<file path="config.mk">
export PLATFORM = sky130hd
export DESIGN_NAME = pipe_reg
export DESIGN_NICKNAME = d
export VERILOG_FILES = /design/src/design/pipe_reg.sv
export SDC_FILE = /design/constraint.sdc
export NUM_CORES = 1
export LEC_CHECK = 0
export BUFFER_PORTS_ARGS = -buffer_cell sky130_fd_sc_hd__buf_4
export CORE_MARGIN = 2
export CORE_UTILIZATION = 39
export DETAILED_ROUTE_END_ITERATION = 10
export MAX_ROUTING_LAYER = met4
export PLACE_DENSITY = 0.77
export SYNTH_ARGS = -nofsm -noshare
export SYNTH_HDL_FRONTEND = slang
export SYNTH_SLANG_ARGS = --single-unit
</file>
<file path="constraint.sdc">
create_clock -name clk -period 0.8 [get_ports clk]
set_input_delay 0.04 -clock clk [delete_from_list [all_inputs] [get_ports clk]]
set_output_delay 0.04 -clock clk [all_outputs]
set_load 0.03 [all_outputs]
</file>
<file path="src/design/pipe_reg.sv">
`timescale 1ns/10ps

module pipe_reg #(
    parameter type payload_t = logic [31:0]
) (
    input  logic     clk,
    input  logic     rst_n,
    input  logic     in_valid,
    input  payload_t in_data,
    output logic     out_valid,
    output payload_t out_data
);

    always_ff @(posedge clk or negedge rst_n)
    begin
        if (!rst_n)
            out_valid <= 1'b0;
        else
            out_valid <= in_valid;
    end

    // payload held when idle
    always_ff @(posedge clk)
    begin
        if (in_valid)
            out_data <= in_data;
    end

    a_payload_known: assert property (
        @(posedge clk) disable iff (!rst_n)
        out_valid |-> !$isunknown(out_data)
    ) else $error("pipe_reg: unknown payload while valid");

endmodule

</file>
==> reports/qor.csv <==
stage;metric;value;unit
power;Final Total Pwr;3787;uW
power;register share of total power;55.7;%
detailed_routing;residual DRC count;0;
finish;Total Nets Final;175;
timing;Highest Clock Rate;1061;MHz
critical_path;Max FO, Critical Path;1;
critical_path;start point of the critical path;out_data[12];
finish;FILL cells;106;
detailed_routing;DRT antenna net count;0;
min_path;worst hold path class;input port to asynchronous set/reset pin;
timing;final setup margin;-0.1423;ns
detailed_routing;routed vias;720;
die;Die X;54.28;microns
synthesis;Distinct cells, synth;2;
outcome;violated checks;setup timing;
critical_path;worst setup path end;out_data[12];
detailed_routing;DRT Pass-1 Iters;4;
synthesis;FF+latch count, synth;33;
place;placed cells;130;
timing;Final Max Tran Viols;0;
flow_run;Max Cap Violations;0;
timing;Final Critical Period;0.9423;ns
detailed_routing;final wirelength;2510;microns
timing;Setup violations, final;33;
finish;multi-input gates;0;
die;I/O pin cnt;68;
synthesis;Post-synth top cells;edfxtp_1, dfrtp_1;
critical_path;Critical Path RT;0.76;ns
grt;GR Overflow Total;0;
power;Comb pwr share;22.2;%
synthesis;synth warn;0;
critical_path;Setup Crit Path Kind;register to primary output;
power;pwr dens;1864;mW/mm^2
clock_network;CTS Root Cell;clkbuf_4;
critical_path;crit path cell chain;buf_6;
critical_path;CP endpoint kind;primary output;
die;FP Rows;18;
finish;area grow syn2layout;106.1;%
critical_path;WP data arrival;0.90;ns
die;die area;0.002946;sq mm
clock_network;Inserted Clock Buffers;5;
grt;first-pass GRT wire length;3394;microns
synthesis;sequential area share after synthesis;100.0;%
clock_network;H-tree depth;2;
die;Core Area;0.002432;sq mm
timing;Worst-Margin Slew;0.3875;ns
power;worst vdd ir;0.001749;V
timing;Final Hold Fails;0;
die;Initial Utilization;40.53;%
critical_path;startpoint types;register;
critical_path;Slowest-stage cell, CP;edfxtp_1;
finish;# diodes;0;
critical_path;Critical path buffers and inverters;1;
clock_network;CTS clk-pin slew, worst paths;0.10;ns
synthesis;Synth Instances;33;
critical_path;CP top delay family;flip-flops;
outcome;outcome;finished with violations;
grt;largest net degree at the start of global routing;34;
clock_network;clk buf depth;2;
detailed_routing;DRT iter0 DRCs;7;
timing;unrepaired setup endpoints after global routing;yes;
die;Die H;54.28;microns
timing;period utilization;117.8;%
place;Routability Congestion;0.6339;
clock_network;TritonCTS clock tree;done;
finish;final cell count without fillers;171;
finish;share of layout cells above drive strength 1;52.48;%
synthesis;Post-Syn Area per Cell;29.88;sq um
synthesis;Mapped Nets;68;
synthesis;Synth area leader;edfxtp_1;
synthesis;Top FF cell, synth;edfxtp_1;
power;Int Power;2825;uW
synthesis;Post-Synthesis Cell Area;985.9;sq um
critical_path;cell count along the critical path;1;
finish;Multi-input gate area;0;sq um
clock_network;Sink Count;33;
place;port bufs;67;
synthesis;Post-synth EDFFs;32;
synthesis;Synth top area share;97.46;%
power;Net Switching;962.3;uW
grt;vias in the first global route;753;
synthesis;most common cell in the netlist;edfxtp_1;
critical_path;Crit path largest cell delay;0.42;ns
grt;initial antenna violation count;0;
power;clock share of power;22.1;%
power;leakage;0.0008577;uW
detailed_routing;WL/cell;14.68;microns
synthesis;Async SR Flop Fraction;3.030;%
timing;Rel. slew slack;74.17;%
detailed_routing;drt via density;4.211;
grt;Total Routing Usage GR;19.00;%
synthesis;Synth area leaders;edfxtp_1, dfrtp_1;
power;Switching Fraction;25.41;%
[state kept, by name (all words and copies together) (netlist names)]
name       count
out_data      32
out_valid      1
[cell families (layout without fill, tap and decap cells)]
group                  Yosys count  after routing  synth area share [%]
buffers and inverters            0            108                     0
flip-flops                      33             33                 100.0
[final cells by class]
type,count,area (sq um),area share (%)
clock buffers,6,41.29,2.032
clock inverters,2,10.01,0.4926
flip-flops and latches,33,985.9,48.52
well taps,30,37.54,1.847
repair buffers,100,957.2,47.11
[placed cells by master (no fill, tap or decap)]
| master | count |
|---|---|
| dfrtp_1 | 1 |
| buf_6 | 33 |
| dlygate4sd3_1 | 33 |
| buf_4 | 34 |
| clkinv_2 | 2 |
| clkbuf_1 | 1 |
| clkbuf_4 | 5 |
| edfxtp_1 | 32 |
[how the worst min path moves through the flow]
stage                      from         to
after floorplan           rst_n  out_valid
after detailed placement  rst_n  out_valid
after global placement    rst_n  out_valid
final                     rst_n  out_valid
after global routing      rst_n  out_valid
after CTS                 rst_n  out_valid
[metal layers]
| metal | track usage (%) | vias up | part of all wire (%) |
|---|---|---|---|
| met5 | - | - | 0 |
| met4 | 6.250 | 0 | 0 |
| met1 | 14.96 | 330 | 30 |
| li1 | - | 346 | - |
| met3 | 7.923 | 0 | 7.8 |
| met2 | 37.55 | 44 | 62 |
[stage by stage]
| step | area, sq um | TNS [ns] | util, % | hold slack, ns | worst slack, ns |
|---|---|---|---|---|---|
| after floorplan | 985.9 | 0 | - | -0.2556 | 0.2644 |
| after global placement | 1526 | 0 | 62.76 | -0.1833 | 0.07550 |
| after detailed placement | 1526 | 0 | 62.76 | -0.1792 | 0.05726 |
| after CTS | 2032 | -3.791 | 83.54 | 0.006598 | -0.1472 |
| after global routing | 2032 | -5.048 | 83.54 | 0.02105 | -0.1929 |
| final | 2032 | -3.362 | 83.54 | 0.05939 | -0.1423 |
[power groups by stage]
stage / clock (uW) / sequential, uW / combinational, uW
after global routing: 961 / 2120 / 881
after global placement: 0 / 2110 / 622
final: 835 / 2110 / 842
after CTS: 855 / 2110 / 837
after detailed placement: 0 / 2120 / 632
after floorplan: 0 / 2400 / 0
[timing repair]
action	CTS	global route
gates resized for setup	33	0
hold buffers	33	0
setup endpoints to repair	33	33
buffers inserted	0	0
hold endpoints to repair	33	0
Note: power is estimated with default switching activity, not from simulation.
