`src/design/mem_pkg.sv`:
```
package mem_pkg;

    // control word fields
    localparam int CTRL_TYPE_LSB = 0;
    localparam int CTRL_TYPE_MSB = 3;
    localparam int CTRL_SUB_LSB  = 7;
    localparam int CTRL_SUB_MSB  = 11;

    // operation classes
    localparam logic [3:0] TYPE_MEM    = 4'd5;
    localparam logic [3:0] TYPE_ATOMIC = 4'd6;

    // subtypes of TYPE_MEM
    localparam logic [4:0] SUB_LD_B  = 5'd0;
    localparam logic [4:0] SUB_LD_H  = 5'd1;
    localparam logic [4:0] SUB_LD_W  = 5'd2;
    localparam logic [4:0] SUB_ST_B  = 5'd3;
    localparam logic [4:0] SUB_ST_H  = 5'd4;
    localparam logic [4:0] SUB_ST_W  = 5'd5;
    localparam logic [4:0] SUB_LD_BU = 5'd6;
    localparam logic [4:0] SUB_LD_HU = 5'd7;

    // subtypes of TYPE_ATOMIC
    localparam logic [4:0] SUB_LL_W = 5'd0;
    localparam logic [4:0] SUB_SC_W = 5'd1;

    localparam int RAM_WORDS = 256;
    localparam int RAM_AW    = 8;    // addr[9:2], upper bits alias

    typedef enum logic [1:0] {
        MEM_BYTE = 2'd0,
        MEM_HALF = 2'd1,
        MEM_WORD = 2'd2
    } mem_size_e;

    typedef struct packed {
        logic        valid;
        logic        write;
        logic [31:0] addr;
        logic [31:0] wdata;    // replicated into lanes
        logic [3:0]  wstrb;
    } mem_req_t;

    typedef struct packed {
        mem_size_e   size;
        logic        sign;
        logic [1:0]  lane;
        logic [31:0] addr;
        logic        ale;
    } load_info_t;

    typedef struct packed {
        logic        ale;
        logic [31:0] data;    // fault address when ale
    } wb_t;

endpackage

```
`src/design/load_align.sv`:
```
`timescale 1ns/10ps

module load_align (
    input  mem_pkg::load_info_t linfo,
    input  logic [31:0]         rdata,
    output mem_pkg::wb_t        wb
);
    import mem_pkg::*;

    logic [7:0]  sel_byte;
    logic [15:0] sel_half;
    logic [31:0] value;

    // little endian lane pick
    always_comb
    begin
        case (linfo.lane)
            2'd0:    sel_byte = rdata[7:0];
            2'd1:    sel_byte = rdata[15:8];
            2'd2:    sel_byte = rdata[23:16];
            default: sel_byte = rdata[31:24];
        endcase
        sel_half = linfo.lane[1] ? rdata[31:16] : rdata[15:0];
    end

    always_comb
    begin
        case (linfo.size)
            MEM_BYTE: value = {{24{linfo.sign & sel_byte[7]}}, sel_byte};
            MEM_HALF: value = {{16{linfo.sign & sel_half[15]}}, sel_half};
            default:  value = rdata;
        endcase
    end

    always_comb
    begin
        wb.ale  = linfo.ale;
        wb.data = linfo.ale ? linfo.addr : value;    // badv on ale
    end

endmodule

```
`config.mk`:
```
export PLATFORM = sky130hd
export DESIGN_NAME = load_align
export DESIGN_NICKNAME = d
export VERILOG_FILES = /design/src/design/mem_pkg.sv /design/src/design/load_align.sv
export SDC_FILE = /design/constraint.sdc
export NUM_CORES = 1
export LEC_CHECK = 0
export BUFFER_PORTS_ARGS = -buffer_cell sky130_fd_sc_hd__buf_2
export CAP_MARGIN = 20
export CORE_UTILIZATION = 40
export DETAILED_ROUTE_END_ITERATION = 16
export PLACE_DENSITY = 0.87
export SYNTH_ARGS = -nofsm -noshare
export SYNTH_HDL_FRONTEND = slang
export SYNTH_SLANG_ARGS = --single-unit
export TNS_END_PERCENT = 20
```
`constraint.sdc`:
```
create_clock -name vclk -period 2.9
set_clock_uncertainty 0.1 [all_clocks]
set_input_delay 0.58 -clock vclk [all_inputs]
set_output_delay 0.58 -clock vclk [all_outputs]
set_load 0.02 [all_outputs]
```
==> flow_metrics.env, run 1 <==
export IMPL_ir_worst_vdd_uv=127
export IMPL_clock_buffers=0
export IMPL_post_cts_buffers=0
export IMPL_grt_overflow_total=0
export IMPL_grt_max_degree=23
export IMPL_syn_area_mm2=0.00112
export IMPL_postPlaceCellArea_mm2=0.00169
export IMPL_power_density_mw_per_mm2=205
export IMPL_post_dp_hpwl_mm=3.12
export IMPL_postRouteWirelength_mm=3.92
export IMPL_tightestPinTransition_ns=0.418
export IMPL_final_antenna_net_count=0
export IMPL_fmax_ghz=0.366
export IMPL_ios=103
export IMPL_hold_path_class="input port to primary output"
export IMPL_cts_resized=0
export IMPL_yosysWarnings=0
export IMPL_finalCritPeriodShare_pct=94.2
export IMPL_grt_pass1_vias=1361
export IMPL_synth_cell_types=32
export IMPL_setup_viol=0
export IMPL_first_pass_iters=4
export IMPL_grt_antenna_before_repair=0
export IMPL_post_route_min_period_ns=2.73
export IMPL_n_antenna_cell=0
export IMPL_syn_area_per_cell_um2=7.04
export IMPL_hold_buffers=0
export IMPL_vias_per_cell=5.64
export IMPL_use_met2_pct=49.0
export IMPL_die_h_um=54.9
export IMPL_arrival_ns=2.05
export IMPL_met1_usage_pct=31.2
export IMPL_met3_usage_pct=0.820
export IMPL_cap_violations=0
export IMPL_p_leak_nw=0.828
export IMPL_routabilityCongestion=0.842
export IMPL_grt_pass1_wl_mm=5.70
export IMPL_die_x_um=54.9
export IMPL_drc=0
export IMPL_ys_seq_area_share_pct=0
export IMPL_gr_max_usage_layer="met2"
export IMPL_hold_viol=0
export IMPL_tns_ns=0
export IMPL_multi_input_area_mm2=0.00100
export IMPL_utilization_pct=65.9
export IMPL_final_net_count=332
export IMPL_cp_start_kind="input port"
export IMPL_fill_cells=253
export IMPL_drt_initial_drc_count=53
export IMPL_grt_total_usage_pct=25.1
export IMPL_final_area_mm2=0.00169
export IMPL_syn_nets=229
export IMPL_core_area_mm2=0.00257
export IMPL_start_util_pct=43.6
export IMPL_syn_to_final_growth_pct=51.2
export IMPL_final_max_slew_viol_count=0
export IMPL_nFlopsAndLatches=0
export IMPL_rows=18
export IMPL_max_slew_margin_pct=72.1
export IMPL_crit_type="input port to primary output"
export IMPL_worst_path_max_fanout=12
export IMPL_via_count=1636
export IMPL_status="complete, no violations"
export IMPL_wl_per_cell_um=13.5
export IMPL_rsz0062_at_grt="false"
export IMPL_syn_inst=159
export IMPL_drive_above_1_share_pct=52.3
export IMPL_io_buffers=103
export IMPL_die_area_mm2=0.00302
export IMPL_critPathRequiredTime_ns=2.22
export IMPL_cp_end_kind="primary output"
export IMPL_seq_area_um2=0
==> layout make-up <==
| cell class | instances | share of cell area (%) |
|---|---|---|
| inverters | 5 | 1.11 |
| multi-input cells | 138 | 59.3 |
| repair buffers | 117 | 37.4 |
| well taps | 30 | 2.22 |
==> worst max-delay path, cell delays in order <==
cell and delay [ns]:
buf_2 0.14, o2111a_1 0.24, or4_1 0.58, buf_12 0.21, a21oi_1 0.12, buf_2 0.17
==> routing by layer <==
layer	vias up	share of wire, %
met2	87	49
met5	-	0
met3	0	8.2
met4	0	0
li1	806	-
met1	743	42
==> cell families after synthesis <==
logic type      Yosys count  synth area share, %
compound gates           69                 52.1
buf+inv                  21                 10.4
mux                       8                 9.05
simple gates             61                 28.5
==> final timing paths <==
path                   from     end  slack [ns]  depth (start not counted)
setup / recovery  linfo[33]  wb[17]        0.17                          6
hold / removal     linfo[5]   wb[4]        1.38                          4
==> cell usage in the layout (no fill, tap or decap), drive strengths merged <==
master   Yosys  layout
o31ai        6       6
o21ai        3       3
o2111a       2       2
a311oi       6       6
nand2       28      28
o22ai        6       6
nor2b       27      27
or3b         1       1
or2b         1       1
mux4         1       1
mux2         7       7
o211ai       1       1
nor2         1       1
a22o         6       6
a2111oi      1       1
nor3         1       1
or4          1       1
buf          6     117
inv          5       5
a211o        1       1
o221ai       1       1
nand4        1       1
a21oi       27      27
a221oi       7       7
a22oi        1       1
a21o         1       1
==> metrics by stage <==
stage,hold WS [ns],std cells,total power [W],setup WS [ns]
finish,1.38,290,0.000347,0.167
global route,1.41,290,0.000378,0.0525
floorplan,1.17,159,0.000218,0.300
global placement,1.38,290,0.000343,0.199
detailed placement,1.38,290,0.000345,0.176
CTS,1.38,290,0.000347,0.174
==> power breakdown <==
part,total (W),leakage (nW),switching [W],internal [W]
Clock,0,0,0,0
Combinational,0.000347,0.828,0.000196,0.000151
Sequential,0,0,0,0
==> synthesized netlist by cell type <==
cell type,n,area share [%]
a22oi_1,1,0.67
or2b_1,1,0.67
a21o_1,1,0.67
nor3_1,1,0.45
buf_12,1,1.8
a2111oi_0,1,0.78
buf_6,2,2.0
a21oi_4,10,15
a211o_1,1,0.78
o221ai_1,1,0.78
inv_1,5,1.7
mux2_2,7,7.0
o211ai_1,1,0.67
or3b_1,1,0.78
a22o_1,6,4.7
o31ai_1,6,4.0
buf_2,2,0.89
clkbuf_1,10,3.4
o22ai_1,6,3.4
a21oi_1,17,7.6
mux4_2,1,2.0
nand4_2,1,1.1
o21ai_1,1,0.45
nor2_1,1,0.33
nor2b_1,27,15
buf_4,1,0.67
or4_1,1,0.67
a221oi_1,7,5.5
o2111a_1,2,2.0
a311oi_1,6,4.7
o21ai_0,2,0.89
nand2_1,28,9.4
No activity file was read; power rests on OpenSTA's default activity.
==> inputs of run 2 (changes only) <==
==> constraint.sdc (replaced) <==
create_clock -name vclk -period 2.8
set_clock_uncertainty 0.1 [all_clocks]
set_input_delay 0.56 -clock vclk [all_inputs]
set_output_delay 0.56 -clock vclk [all_outputs]
set_load 0.02 [all_outputs]
==> run 2 against run 1 <==
Via count rose by 1.4%. Die area did not move. Hold slack got worse by 0.041 ns. Cell count rose by 0.69%. Flip-flop and latch count did not move. Critical path depth did not move. Design area rose by 0.89%. Utilization rose by 0.58 points. Critical endpoint unchanged. Highest routed layer unchanged.
==> flow_metrics.env, run 2 (synthesized netlist as in run 1, its figures left out) <==
export IMPL_status="complete, no violations"
export IMPL_rsz0062_at_grt="false"
export IMPL_vias_per_cell=5.68
export IMPL_die_h_um=54.9
export IMPL_timing_hold_ws_ns=1.34
export IMPL_syn_to_final_growth_pct=52.5
export IMPL_arrival_ns=2.03
export IMPL_crit_type="input port to primary output"
export IMPL_clock_buffers=0
export IMPL_cap_violations=0
export IMPL_cp_start_kind="input port"
export IMPL_finalCritPeriodShare_pct=96.2
export IMPL_hold_buffers=0
export IMPL_crit_top_cell="buf_2"
export IMPL_seq_area_um2=0
export IMPL_cpMaxStageDelayCell="or4_1"
export IMPL_io_buffers=103
export IMPL_path_buf_inv=3
export IMPL_hold_path_cell_count=4
export IMPL_final_cell_mix="103 x buf_2, 28 x nand2_1, 27 x nor2b_1"
export IMPL_setup_slack_ns=0.106
export IMPL_grt_pass1_wl_mm=5.90
export IMPL_post_place_ws_ns=0.113
export IMPL_grt_total_usage_pct=26.8
export IMPL_die_area_mm2=0.00302
export IMPL_grt_pass1_vias=1339
export IMPL_power_density_mw_per_mm2=213
export IMPL_final_max_slew_viol_count=0
export IMPL_first_pass_iters=4
export IMPL_drive_above_1_share_pct=52.7
export IMPL_start_util_pct=43.6
export IMPL_nFlopsAndLatches=0
export IMPL_ios=103
export IMPL_worst_path_max_fanout=12
export IMPL_crit_chain="buf_2 -> o2111a_1 -> or4_1 -> buf_12 -> a21oi_1 -> buf_2"
export IMPL_tightestPinTransition_ns=0.416
export IMPL_n_antenna_cell=0
export IMPL_post_dp_hpwl_mm=3.30
export IMPL_postRouteWirelength_mm=4.15
export IMPL_drt_initial_drc_count=43
export IMPL_setup_viol=0
export IMPL_rows=18
export IMPL_critPathRequiredTime_ns=2.14
export IMPL_hold_viol=0
export IMPL_hold_path_class="input port to primary output"
export IMPL_wl_per_cell_um=14.2
export IMPL_die_x_um=54.9
export IMPL_cts_resized=0
export IMPL_ir_worst_vdd_uv=136
export IMPL_drc=0
export IMPL_grt_antenna_before_repair=0
export IMPL_grt_overflow_total=0
export IMPL_final_antenna_net_count=0
export IMPL_via_count=1659
export IMPL_post_cts_buffers=0
export IMPL_routabilityCongestion=0.885
export IMPL_max_stage_delay_ns=0.57
export IMPL_final_common_cell="buf_2"
export IMPL_post_route_min_period_ns=2.69
export IMPL_core_area_mm2=0.00257
export IMPL_grt_max_degree=23
export IMPL_hold_end="wb[1]"
export IMPL_max_slew_margin_pct=72.2
export IMPL_cp_end_kind="primary output"
export IMPL_fmax_ghz=0.371
export IMPL_tns_ns=0
export IMPL_hp_start="linfo[2]"
export IMPL_final_net_count=334
export IMPL_crit_family="simple AND/OR/NAND/NOR gates"
export IMPL_p_leak_nw=0.837
==> run 2: layer usage <==
metal / global-route usage (%) / routed length (um) / vias to the layer above
met2: 51.4 / 2100 / 87
met4: 4.58 / 0 / 0
met1: 33.4 / 1740 / 765
met5: 0 / 0 / -
met3: 0.273 / 301 / 0
li1: - / - / 807
==> run 2: cell type report <==
| type | count | area [um2] |
|---|---|---|
| Inverter | 5 | 18.8 |
| Fill cell | 246 | 860 |
| Timing Repair Buffer | 119 | 648 |
| Multi-Input combinational cell | 138 | 1000 |
| Tap cell | 30 | 37.5 |
==> run 2: stage by stage <==
stage	area (um2)	utilization [%]	power [W]	instances
final	1710	66.5	0.000364	292
after global routing	1710	66.5	0.000395	292
after CTS	1710	66.5	0.000363	292
after detailed placement	1710	66.5	0.000362	292
after global placement	1710	66.5	0.000357	292
after floorplan	1120	-	0.000226	159
==> run 2: worst max path at each step <==
stage	startpoint	to	slack [ns]	depth (start not counted)
after CTS	linfo[33]	wb[24]	0.11	6
after detailed placement	linfo[33]	wb[24]	0.11	6
after floorplan	linfo[34]	wb[0]	0.24	7
after global placement	linfo[33]	wb[16]	0.14	6
after global routing	linfo[33]	wb[17]	0.004	6
final	linfo[33]	wb[17]	0.11	6
==> run 2: power breakdown <==
part	leakage (nW)	internal [W]	total (W)	switching [W]
Combinational	0.837	0.000158	0.000364	0.000206
Sequential	0	0	0	0
Clock	0	0	0	0
Total	0.837	0.000158	0.000364	0.000206
