$ cat config.mk
export PLATFORM = sky130hd
export DESIGN_NAME = dcache_req_decode
export DESIGN_NICKNAME = d
export VERILOG_FILES = /design/src/design/mem_pkg.sv /design/src/design/dcache_req_decode.sv
export SDC_FILE = /design/constraint.sdc
export NUM_CORES = 1
export LEC_CHECK = 0
export ABC_CLOCK_PERIOD_IN_PS = 3600
export BUFFER_PORTS_ARGS = -buffer_cell sky130_fd_sc_hd__buf_2
export CORE_ASPECT_RATIO = 1.4
export CORE_MARGIN = 5
export CORE_UTILIZATION = 37
export DETAILED_ROUTE_END_ITERATION = 12
export PLACE_DENSITY_LB_ADDON = 0.3
export SYNTH_ARGS = -nofsm -noshare
export SYNTH_HDL_FRONTEND = slang
export SYNTH_SLANG_ARGS = --single-unit
$ cat constraint.sdc
create_clock -name vclk -period 3.6
set_input_delay 0.9 -clock vclk [all_inputs]
set_output_delay 0.9 -clock vclk [all_outputs]
set_load 0.05 [all_outputs]
$ cat src/design/mem_pkg.sv
package mem_pkg;

    // control word fields
    localparam int CTRL_TYPE_LSB = 0;
    localparam int CTRL_TYPE_MSB = 3;
    localparam int CTRL_SUB_LSB  = 7;
    localparam int CTRL_SUB_MSB  = 11;

    // operation classes
    localparam logic [3:0] TYPE_MEM    = 4'd5;
    localparam logic [3:0] TYPE_ATOMIC = 4'd6;

    // subtypes of TYPE_MEM
    localparam logic [4:0] SUB_LD_B  = 5'd0;
    localparam logic [4:0] SUB_LD_H  = 5'd1;
    localparam logic [4:0] SUB_LD_W  = 5'd2;
    localparam logic [4:0] SUB_ST_B  = 5'd3;
    localparam logic [4:0] SUB_ST_H  = 5'd4;
    localparam logic [4:0] SUB_ST_W  = 5'd5;
    localparam logic [4:0] SUB_LD_BU = 5'd6;
    localparam logic [4:0] SUB_LD_HU = 5'd7;

    // subtypes of TYPE_ATOMIC
    localparam logic [4:0] SUB_LL_W = 5'd0;
    localparam logic [4:0] SUB_SC_W = 5'd1;

    localparam int RAM_WORDS = 256;
    localparam int RAM_AW    = 8;    // addr[9:2], upper bits alias

    typedef enum logic [1:0] {
        MEM_BYTE = 2'd0,
        MEM_HALF = 2'd1,
        MEM_WORD = 2'd2
    } mem_size_e;

    typedef struct packed {
        logic        valid;
        logic        write;
        logic [31:0] addr;
        logic [31:0] wdata;    // replicated into lanes
        logic [3:0]  wstrb;
    } mem_req_t;

    typedef struct packed {
        mem_size_e   size;
        logic        sign;
        logic [1:0]  lane;
        logic [31:0] addr;
        logic        ale;
    } load_info_t;

    typedef struct packed {
        logic        ale;
        logic [31:0] data;    // fault address when ale
    } wb_t;

endpackage

$ cat src/design/dcache_req_decode.sv
`timescale 1ns/10ps

module dcache_req_decode (
    input  logic [31:0]         rj_val,
    input  logic [31:0]         imm,
    input  logic [31:0]         ctrl,
    input  logic [31:0]         rd_val,
    output mem_pkg::mem_req_t   req,
    output mem_pkg::load_info_t linfo,
    output logic                load_en
);
    import mem_pkg::*;

    logic [31:0] addr;
    logic [3:0]  ctrl_type;
    logic [4:0]  ctrl_sub;
    logic        op_ok;
    logic        op_wr;
    logic        op_sign;
    mem_size_e   op_size;
    logic        misaligned;
    logic [3:0]  strb;
    logic [31:0] lane_data;

    assign addr      = rj_val + imm;
    assign ctrl_type = ctrl[CTRL_TYPE_MSB:CTRL_TYPE_LSB];
    assign ctrl_sub  = ctrl[CTRL_SUB_MSB:CTRL_SUB_LSB];

    // class/subtype to operation
    always_comb
    begin
        op_ok   = 1'b0;
        op_wr   = 1'b0;
        op_sign = 1'b0;
        op_size = MEM_WORD;
        if (ctrl_type == TYPE_MEM)
        begin
            case (ctrl_sub)
                SUB_LD_B:
                begin
                    op_ok   = 1'b1;
                    op_sign = 1'b1;
                    op_size = MEM_BYTE;
                end
                SUB_LD_H:
                begin
                    op_ok   = 1'b1;
                    op_sign = 1'b1;
                    op_size = MEM_HALF;
                end
                SUB_LD_W: op_ok = 1'b1;
                SUB_ST_B:
                begin
                    op_ok   = 1'b1;
                    op_wr   = 1'b1;
                    op_size = MEM_BYTE;
                end
                SUB_ST_H:
                begin
                    op_ok   = 1'b1;
                    op_wr   = 1'b1;
                    op_size = MEM_HALF;
                end
                SUB_ST_W:
                begin
                    op_ok = 1'b1;
                    op_wr = 1'b1;
                end
                SUB_LD_BU:
                begin
                    op_ok   = 1'b1;
                    op_size = MEM_BYTE;
                end
                SUB_LD_HU:
                begin
                    op_ok   = 1'b1;
                    op_size = MEM_HALF;
                end
                default: op_ok = 1'b0;    // ibar and the rest
            endcase
        end
        else if (ctrl_type == TYPE_ATOMIC)
        begin
            // no reservation, plain word access
            op_ok = (ctrl_sub == SUB_LL_W) || (ctrl_sub == SUB_SC_W);
            op_wr = (ctrl_sub == SUB_SC_W);
        end
    end

    // lanes, strobes, alignment
    always_comb
    begin
        case (op_size)
            MEM_BYTE:
            begin
                misaligned = 1'b0;
                strb       = 4'b0001 << addr[1:0];
                lane_data  = {4{rd_val[7:0]}};
            end
            MEM_HALF:
            begin
                misaligned = addr[0];
                strb       = addr[1] ? 4'b1100 : 4'b0011;
                lane_data  = {2{rd_val[15:0]}};
            end
            default:
            begin
                misaligned = |addr[1:0];
                strb       = 4'b1111;
                lane_data  = rd_val;
            end
        endcase
    end

    always_comb
    begin
        req = '0;
        if (op_ok && !misaligned)
        begin
            req.valid = 1'b1;
            req.write = op_wr;
            req.addr  = addr;
            req.wdata = op_wr ? lane_data : 32'd0;
            req.wstrb = strb;
        end
        linfo.size = op_size;
        linfo.sign = op_sign;
        linfo.lane = addr[1:0];
        linfo.addr = addr;
        linfo.ale  = op_ok & misaligned;
        load_en    = op_ok & (~op_wr | misaligned);    // stores only report ale
    end

endmodule

==> impl_metrics.csv, run 1 <==
group,metric,value,unit
floorplanning,die_height,113.3,µm
floorplanning,die_w,83.80,µm
place,dpl.hpwl,11760,µm
floorplanning,io_pins,237,
place,portBuffers,214,
place,dp_slack,-0.6373,ns
status,haltStage,"4_1_cts",
clocking,cts_hold_buf,0,
synth,yosysUniqueCellTypes,63,
clocking,postCtsSetupRepairBufs,29,
clocking,post_cts_resized,277,
status,stop_error,"[ERROR DPL-0033] detailed placement checks failed during check placement.",
place,place.gp.congestion,0.9454,
synth,synth_area_per_cell,6.932,µm²
synth,synth_nets,567,
status,outcome,"aborted with a tool error",
synth,ys_warn_count,0,
floorplanning,initial_utilization,0.3809,
synth,netlist_area,0.002821,mm²
synth,netlist_instances,407,
floorplanning,row_count,37,
synth,ys_seq_area_frac,0,
[metrics by stage]
step	area, µm²	cells
2_1_floorplan	3820	407
3_3_place_gp	5846	820
3_5_place_dp	5846	820
[logic make-up after synthesis]
| kind of cell | after synthesis | synth area share |
|---|---|---|
| xor+xnor | 29 | 0.09002 |
| mux | 26 | 0.09224 |
| buf+inv | 38 | 0.06563 |
| fa+ha+maj | 32 | 0.1446 |
| simple gates | 157 | 0.2829 |
| compound gates | 125 | 0.3246 |
[cell usage after synthesis (4+ instances only)]
master	n	area [µm²]
o211ai_1	6	45.04
nor2_1	47	176.4
nand2_1	35	131.4
inv_1	11	41.29
nand4_1	5	31.28
a21o_1	17	127.6
o21a_1	8	60.06
nor3_1	7	35.03
and2_1	38	237.7
clkbuf_1	8	30.03
o21bai_1	4	30.03
buf_2	8	40.04
xnor2_1	13	113.9
a211oi_1	5	37.54
xor2_1	16	140.1
o21ai_0	18	90.09
mux2i_1	26	260.3
a211oi_2	4	50.05
ha_1	31	387.9
buf_4	4	30.03
a21oi_1	32	160.2
nand3_1	4	20.02
==> run 2: changes to the inputs <==
- ABC_CLOCK_PERIOD_IN_PS: 3600 -> 4680
- CORE_ASPECT_RATIO: 1.4 -> default
- CORE_UTILIZATION: 37 -> 25
- PLACE_DENSITY_LB_ADDON: 0.3 -> 0.15
- clock period: 3.6 -> 4.68 ns (I/O delays scaled with it)
==> run 2 against run 1 <==
  * The flow now finishes without violations
  * Area after synthesis did not move
  * Synthesized cell count did not move
==> impl_metrics.csv, run 2 <==
group,metric,value,unit
detailed_routing,drt_iter0_drc,168,
place,dpl.hpwl,10170,µm
power_and_ir_drop,p_total,865.0,µW
global_route,grt_pass1_vias,3876,
worst_setup_path,worstPathArrival,3.42,ns
worst_setup_path,critPathKind,"in2out",
sta,final.min_clock_period,4.591,ns
power_and_ir_drop,leakage,0.002673,µW
cells_and_area,n_clock_buffer,0,
status,outcome,"finished clean",
sta,fmaxAchievable,217.8,MHz
clocking,cts_hold_buf,0,
sta,report.final.hold_viol_count,0,
worst_setup_path,cp-start-kind,"primary input",
sta,worst_slew_pin_slew,0.5315,ns
cells_and_area,fillerInstances,1119,
synth,yosysUniqueCellTypes,63,
cells_and_area,syn_to_final_growth,86.16,%
sta,period_share,0.9809,
synth,synth_area_leader_cell,"ha_1",
place,portBuffers,214,
cells_and_area,regArea,0,µm²
synth,yosysMostFrequentCell,"nor2_1",
place,dp.cells,810,
sta,finalSetupViolations,0,
detailed_routing,wl,11880,µm
detailed_routing,vias,3918,
floorplanning,die_area,0.01351,mm²
worst_setup_path,cp_max_fo,4,
cells_and_area,nets,837,
global_route,grt_use_total,0.1625,
synth,ys_top_cells_by_area,"ha_1, mux2i_1, and2_1",
synth,synthTopCellsByCount,"nor2_1, and2_1, nand2_1, a21oi_1, ha_1",
detailed_routing,wl_per_cell,14.58,µm
synth,ys_warn_count,0,
cells_and_area,utilization,0.4803,
worst_setup_path,cp.required,3.51,ns
synth,netlist_instances,407,
cells_and_area,final_common_cell,"buf_2",
cells_and_area,final_layout_size_suffix_gt1_frac,0.5719,
cells_and_area,final_cell_mix,"buf_2, buf_4, nor2_1",
synth,netlist_area,0.002821,mm²
synth,ys_seq_area_frac,0,
global_route,antenna_found_initial,0,
cells_and_area,nFlopsAndLatches,0,
power_and_ir_drop,ir_worst_vdd,0.1620,mV
floorplanning,die_w,116.2,µm
cells_and_area,antenna_cells,0,
global_route,grt_pass1_wl,18560,µm
detailed_routing,route.detailed.drc,0,
synth,synth_top_area_share,0.1375,
sta,maxSlewViolCount,0,
detailed_routing,ant_nets,0,
min_path,hold_class,"in2out",
floorplanning,die_height,116.2,µm
cells_and_area,multiInputGateArea,0.003226,mm²
global_route,grt_max_degree,32,
sta,slew_headroom,0.6441,
power_and_ir_drop,powerDensity,164.7,mW/mm²
cells_and_area,stdcell_count,815,
floorplanning,row_count,38,
floorplanning,coreArea,0.01094,mm²
detailed_routing,dr.pass1.iters,4,
worst_setup_path,end_kind,"output pin",
synth,synth_area_per_cell,6.932,µm²
floorplanning,io_pins,237,
global_route,grt-ovfl-total,0,
sta,rsz0062_at_grt,"yes",
synth,synth_nets,567,
sta,setup-tns-final,0,ns
floorplanning,initial_utilization,0.2580,
place,place.gp.congestion,0.8641,
detailed_routing,viasPerCell,4.807,
run,max-cap-violations,0,
-- run 2: critical path: stages --
cell	delay (ns)
buf_2	0.12
ha_4	0.21
a21o_1	0.17
a21o_1	0.15
a221o_2	0.41
a211oi_4	0.40
o211ai_1	0.13
buf_4	0.17
xor2_4	0.17
and2_4	0.17
buf_8	0.14
-- run 2: power breakdown --
| group | switching [µW] | internal [µW] |
|---|---|---|
| clock | 0 | 0 |
| sequential | 0 | 0 |
| combinational | 533 | 332 |
| total | 533 | 332 |
-- run 2: cell type report --
type               instances  share of cell area
inverters                 13            0.009528
multi-input cells        369              0.6141
well taps                140             0.03335
repair buffers           293              0.3430
-- run 2: repair_timing --
action,in CTS,in global routing
pin swaps,18,23
gates resized for setup,34,38
endpoints found under the setup margin,22,30
setup buffers,4,2
-- run 2: per-layer routing --
layer / vias to the layer above / track usage / routed length (µm)
li1: 2001 / - / -
met1: 1788 / 0.2218 / 5255
met2: 123 / 0.2990 / 5857
met3: 6 / 0.007254 / 711
met4: 0 / 0.004640 / 55
met5: - / 0 / 0
-- run 2: final timing paths --
path                  startpoint         to  slack (ns)  depth (start not counted)
worst max-delay path   rj_val[9]    req[66]        0.09                         11
worst min-delay path     ctrl[9]  linfo[35]        2.78                          3
-- run 2: kinds of logic after synthesis --
logic type / share of synthesized area
XOR/XNOR: 0.09002
AND/OR/NAND/NOR: 0.2829
multiplexers: 0.09224
AO/OA/AOI/OAI: 0.3246
adder cells (fa/ha/maj): 0.1446
buffers and inverters: 0.06563
-- run 2: per-stage QoR --
step | hold slack [ns] | setup slack [ns] | area [µm²]
floorplan | 2.584 | -0.2678 | 3192
global placement | 2.769 | -0.2018 | 4901
detailed placement | 2.776 | -0.2275 | 4901
CTS | 2.775 | 0.001462 | 5099
global route | 2.797 | -0.009608 | 5253
finish | 2.781 | 0.08941 | 5253
No activity file was read; power rests on OpenSTA's default activity.
==> run 3: changes to the inputs <==
- CORE_ASPECT_RATIO: default -> 1.1
- CORE_MARGIN: 5 -> 8
==> run 3 against run 2 <==
  * Critical path depth down 1
  * Via count is 1.3% higher
  * Critical endpoint unchanged
  * Clock-buffer cell count unchanged
  * Total power is 1.5% lower
  * Non-clock buffer count is 4 higher
  * Sequential cell count is the same
==> impl_metrics.csv, run 3 (synthesis gave the netlist of run 2 again) <==
group,metric,value,unit
floorplanning,die_area,0.01495,mm²
worst_setup_path,cp-start-kind,"primary input",
worst_setup_path,end_kind,"output pin",
worst_setup_path,slowest_delay,0.43,ns
floorplanning,die_w,117.3,µm
power_and_ir_drop,leakage,0.002691,µW
clocking,cts_hold_buf,0,
global_route,grt-ovfl-total,0,
place,dp.cells,819,
min_path,hold_class,"in2out",
place,place.gp.congestion,0.8615,
power_and_ir_drop,swShare,0.6219,
power_and_ir_drop,powerDensity,161.3,mW/mm²
floorplanning,die_height,127.4,µm
detailed_routing,ant_nets,0,
place,portBuffers,214,
cells_and_area,syn_to_final_growth,87.23,%
floorplanning,io_pins,237,
power_and_ir_drop,seqPwrFrac,0,
min_path,whs_path_depth,3,
cells_and_area,final_common_cell,"buf_2",
worst_setup_path,slowest_stage,"a211oi_4",
cells_and_area,multiInputGateArea,0.003214,mm²
power_and_ir_drop,p_int,322.2,µW
floorplanning,initial_utilization,0.2574,
worst_setup_path,critical_path_buf_inv_count,2,
status,outcome,"finished clean",
sta,final.min_clock_period,4.640,ns
sta,maxSlewViolCount,0,
detailed_routing,drt_iter0_drc,193,
global_route,grt_use_total,0.1572,
detailed_routing,dr.pass1.iters,6,
worst_setup_path,critPathKind,"in2out",
floorplanning,row_count,40,
worst_setup_path,cp.required,3.51,ns
place,dpl.hpwl,11070,µm
cells_and_area,stdcell_count,826,
sta,period_share,0.9915,
sta,worst_slew_pin_slew,0.4578,ns
global_route,antenna_found_initial,0,
cells_and_area,nFlopsAndLatches,0,
worst_setup_path,critical_path_depth,10,
floorplanning,coreArea,0.01096,mm²
cells_and_area,fillerInstances,1108,
run,max-cap-violations,0,
detailed_routing,vias,3970,
sta,slew_headroom,0.6934,
global_route,grt_pass1_vias,4106,
cells_and_area,final_layout_size_suffix_gt1_frac,0.5729,
detailed_routing,wl,12780,µm
power_and_ir_drop,ir_worst_vdd,0.08918,mV
power_and_ir_drop,pwr-share-clk,0,
global_route,grt_max_degree,28,
power_and_ir_drop,p_total,852.1,µW
worst_setup_path,crit_chain,"buf_6 -> ha_4 -> a21o_1 -> a21o_1 -> a221o_1 -> a211oi_4 -> o211ai_1 -> xor2_4 -> and2_4 -> buf_8",
power_and_ir_drop,p_comb_frac,1.000,
worst_setup_path,worstPathArrival,3.47,ns
worst_setup_path,cp_common_cell,"a21o_1",
cells_and_area,n_clock_buffer,0,
cells_and_area,nets,841,
sta,fmaxAchievable,215.5,MHz
cells_and_area,antenna_cells,0,
worst_setup_path,cp_max_fo,4,
sta,rsz0062_at_grt,"yes",
global_route,grt_pass1_wl,19730,µm
power_and_ir_drop,switchingPower,529.9,µW
sta,report.final.hold_viol_count,0,
cells_and_area,regArea,0,µm²
detailed_routing,route.detailed.drc,0,
detailed_routing,wl_per_cell,15.47,µm
detailed_routing,viasPerCell,4.806,
sta,finalSetupViolations,0,
cells_and_area,final_cell_mix,"buf_2, buf_4, nor2_1",
worst_setup_path,cp_top_family,"compound AO/OA/AOI/OAI gates",
[run 3: cell count changes in the layout (fill, tap and decap cells not counted), sizes merged]
cell,previous run,this run
clkbuf,2,6
[run 3: path summary, 6_finish.rpt]
path,startpoint,end,slack [ns]
worst min-delay path,rd_val[2],req[6],2.79
worst max-delay path,imm[9],req[66],0.04
[run 3: repair_timing]
item | CTS | global route
setup endpoints to repair | 23 | 29
gates resized for setup | 26 | 50
pin swaps | 16 | 18
buffers inserted | 5 | 2
[run 3: per-stage QoR]
stage          instance area [µm²]  hold WS, ns  worst slack, ns  TNS [ns]    util
2_1_floorplan                 3192        2.584          -0.2678   -0.6598       -
3_3_place_gp                  4907        2.786          -0.2315    -1.968  0.4477
3_5_place_dp                  4907        2.787          -0.2177    -2.171  0.4477
4_1_cts                       5052        2.788         -0.06144  -0.08802  0.4610
5_1_grt                       5283        2.798         -0.06479   -0.1990  0.4820
6_report                      5283        2.788          0.04001         0  0.4820
[run 3: cell type report]
| type | count | share of cell area |
|---|---|---|
| repair buffers | 297 | 0.3472 |
| inverters | 13 | 0.009474 |
| multi-input cells | 369 | 0.6085 |
| well taps | 147 | 0.03482 |
[run 3: metal layers]
metal / global-route usage / vias to the layer above / part of all wire
met4: 0.02413 / 0 / 0.019
met2: 0.2931 / 150 / 0.49
li1: - / 2011 / -
met1: 0.1875 / 1795 / 0.41
met5: 0 / - / 0
met3: 0.01838 / 14 / 0.081
[run 3: power groups by stage]
stage | registers, µW | logic [µW] | clock network [µW]
2_1_floorplan | 0 | 555 | 0
3_3_place_gp | 0 | 802 | 0
3_5_place_dp | 0 | 806 | 0
4_1_cts | 0 | 826 | 0
5_1_grt | 0 | 914 | 0
6_report | 0 | 852 | 0
==> run 4: changes to the inputs <==
- CORE_ASPECT_RATIO: 1.1 -> 1.25
- CORE_UTILIZATION: 25 -> 41
==> run 4 against run 3 <==
  * Non-clock buffer count fell by 17
  * Clock-buffer cell count did not move
  * Worst hold slack got worse by 0.0058 ns
  * Combinational power rose by 0.9%
  * Global-route usage rose by 9.0 points
  * Worst setup slack improved by 0.011 ns
  * Sequential share of layout area did not move
  * First-iteration DRC count fell by 33%
  * Routed wire length rose by 5.3%
  * Design area fell by 3.6%
==> impl_metrics.csv, run 4 (synthesis gave the netlist of run 2 again) <==
group,metric,value,unit
place,portBuffers,214,
cells_and_area,antenna_cells,0,
global_route,grt_use_total,0.2470,
floorplanning,die_height,108.7,µm
cells_and_area,n_clock_buffer,0,
place,place.gp.congestion,0.9739,
floorplanning,die_area,0.009808,mm²
place,place_area,0.004743,mm²
sta,holdWs,2.782,ns
power_and_ir_drop,leakage,0.002603,µW
detailed_routing,wl_per_cell,17.89,µm
sta,period_share,0.9891,
power_and_ir_drop,swShare,0.6328,
detailed_routing,wl,13460,µm
worst_setup_path,cp_max_fo,3,
detailed_routing,drt_iter0_drc,129,
worst_setup_path,cp-start-kind,"primary input",
power_and_ir_drop,switchingPower,544.3,µW
global_route,grt_max_degree,28,
place,dpl.hpwl,11150,µm
sta,rsz0062_at_grt,"yes",
cells_and_area,utilization,0.7483,
detailed_routing,dr.pass1.iters,4,
cells_and_area,stdcell_count,752,
power_and_ir_drop,p_int,315.9,µW
cells_and_area,final_cell_mix,"buf_2, buf_4, nor2_1",
sta,maxSlewViolCount,0,
floorplanning,coreArea,0.006807,mm²
global_route,grt_pass1_vias,4357,
global_route,grt_pass1_wl,20630,µm
detailed_routing,route.detailed.drc,0,
floorplanning,initial_utilization,0.4145,
cells_and_area,final_common_cell,"buf_2",
power_and_ir_drop,seqPwrFrac,0,
cells_and_area,syn_to_final_growth,80.53,%
worst_setup_path,worstPathArrival,3.46,ns
power_and_ir_drop,p_comb_frac,1.000,
detailed_routing,ant_nets,0,
sta,report.final.hold_viol_count,0,
worst_setup_path,critPathKind,"in2out",
min_path,hold_start,"ctrl[9]",
global_route,antenna_found_initial,0,
cells_and_area,nFlopsAndLatches,0,
sta,worst_slew_pin_slew,0.4698,ns
power_and_ir_drop,pwr-share-clk,0,
status,outcome,"finished clean",
power_and_ir_drop,powerDensity,168.9,mW/mm²
power_and_ir_drop,p_total,860.2,µW
sta,slew_headroom,0.6825,
worst_setup_path,end_kind,"output pin",
sta,fmaxAchievable,216.0,MHz
power_and_ir_drop,ir_worst_vdd,0.1362,mV
global_route,grt-ovfl-total,0,
worst_setup_path,crit_start,"imm[9]",
sta,final.min_clock_period,4.629,ns
detailed_routing,viasPerCell,5.463,
cells_and_area,regArea,0,µm²
worst_setup_path,cp.required,3.51,ns
cells_and_area,final_layout_size_suffix_gt1_frac,0.5544,
cells_and_area,fillerInstances,525,
min_path,hold_class,"in2out",
place,dp.cells,747,
clocking,cts_hold_buf,0,
floorplanning,io_pins,237,
cells_and_area,nets,824,
floorplanning,die_w,90.20,µm
floorplanning,row_count,34,
detailed_routing,vias,4108,
cells_and_area,design_area,0.005094,mm²
run,max-cap-violations,0,
sta,finalSetupViolations,0,
run 4: changes by cell type in the layout (fill, tap and decap cells not counted), sizes merged:
cell    previous run  this run
buf              291       273
clkbuf             6         7
run 4: critical path: stages:
cell and delay (ns):
buf_6 0.10, ha_4 0.22, a21o_1 0.19, a21o_1 0.16, a221o_1 0.41, o2111ai_4 0.33
o22ai_4 0.14, a31oi_4 0.25, mux2i_4 0.27, buf_4 0.22
run 4: worst paths after layout:
| check | end | slack, ns | cells past startpoint |
|---|---|---|---|
| setup / recovery | req[64] | 0.05 | 10 |
| hold / removal | linfo[35] | 2.78 | 3 |
run 4: timing repair:
action                                  in CTS  in global routing
pin swaps                                   12                 14
buffers inserted                             3                  2
endpoints found under the setup margin      22                 28
gates resized for setup                     30                 35
run 4: layout make-up:
cell class         count  area, µm²  area share
inverters             13      50.05    0.009826
multi-input cells    369       3213      0.6308
well taps             90      112.6     0.02211
repair buffers       280       1718      0.3373
run 4: layer usage:
metal	global-route usage	part of all wire
met1	0.2463	0.36
met2	0.5047	0.55
met3	0.04890	0.065
met4	0.06913	0.027
met5	0	0
run 4: power by group through the flow:
stage	sequential [µW]	combinational, µW	clock (µW)
2_1_floorplan	0	555	0
3_3_place_gp	0	788	0
3_5_place_dp	0	801	0
4_1_cts	0	829	0
5_1_grt	0	907	0
6_report	0	860	0
run 4: per-stage QoR:
stage,setup WS [ns],setup TNS (ns)
3_3_place_gp,-0.1927,-1.826
5_1_grt,-0.02912,-0.08996
6_report,0.05116,0
2_1_floorplan,-0.2678,-0.6598
4_1_cts,-0.02259,-0.04183
3_5_place_dp,-0.2739,-2.279
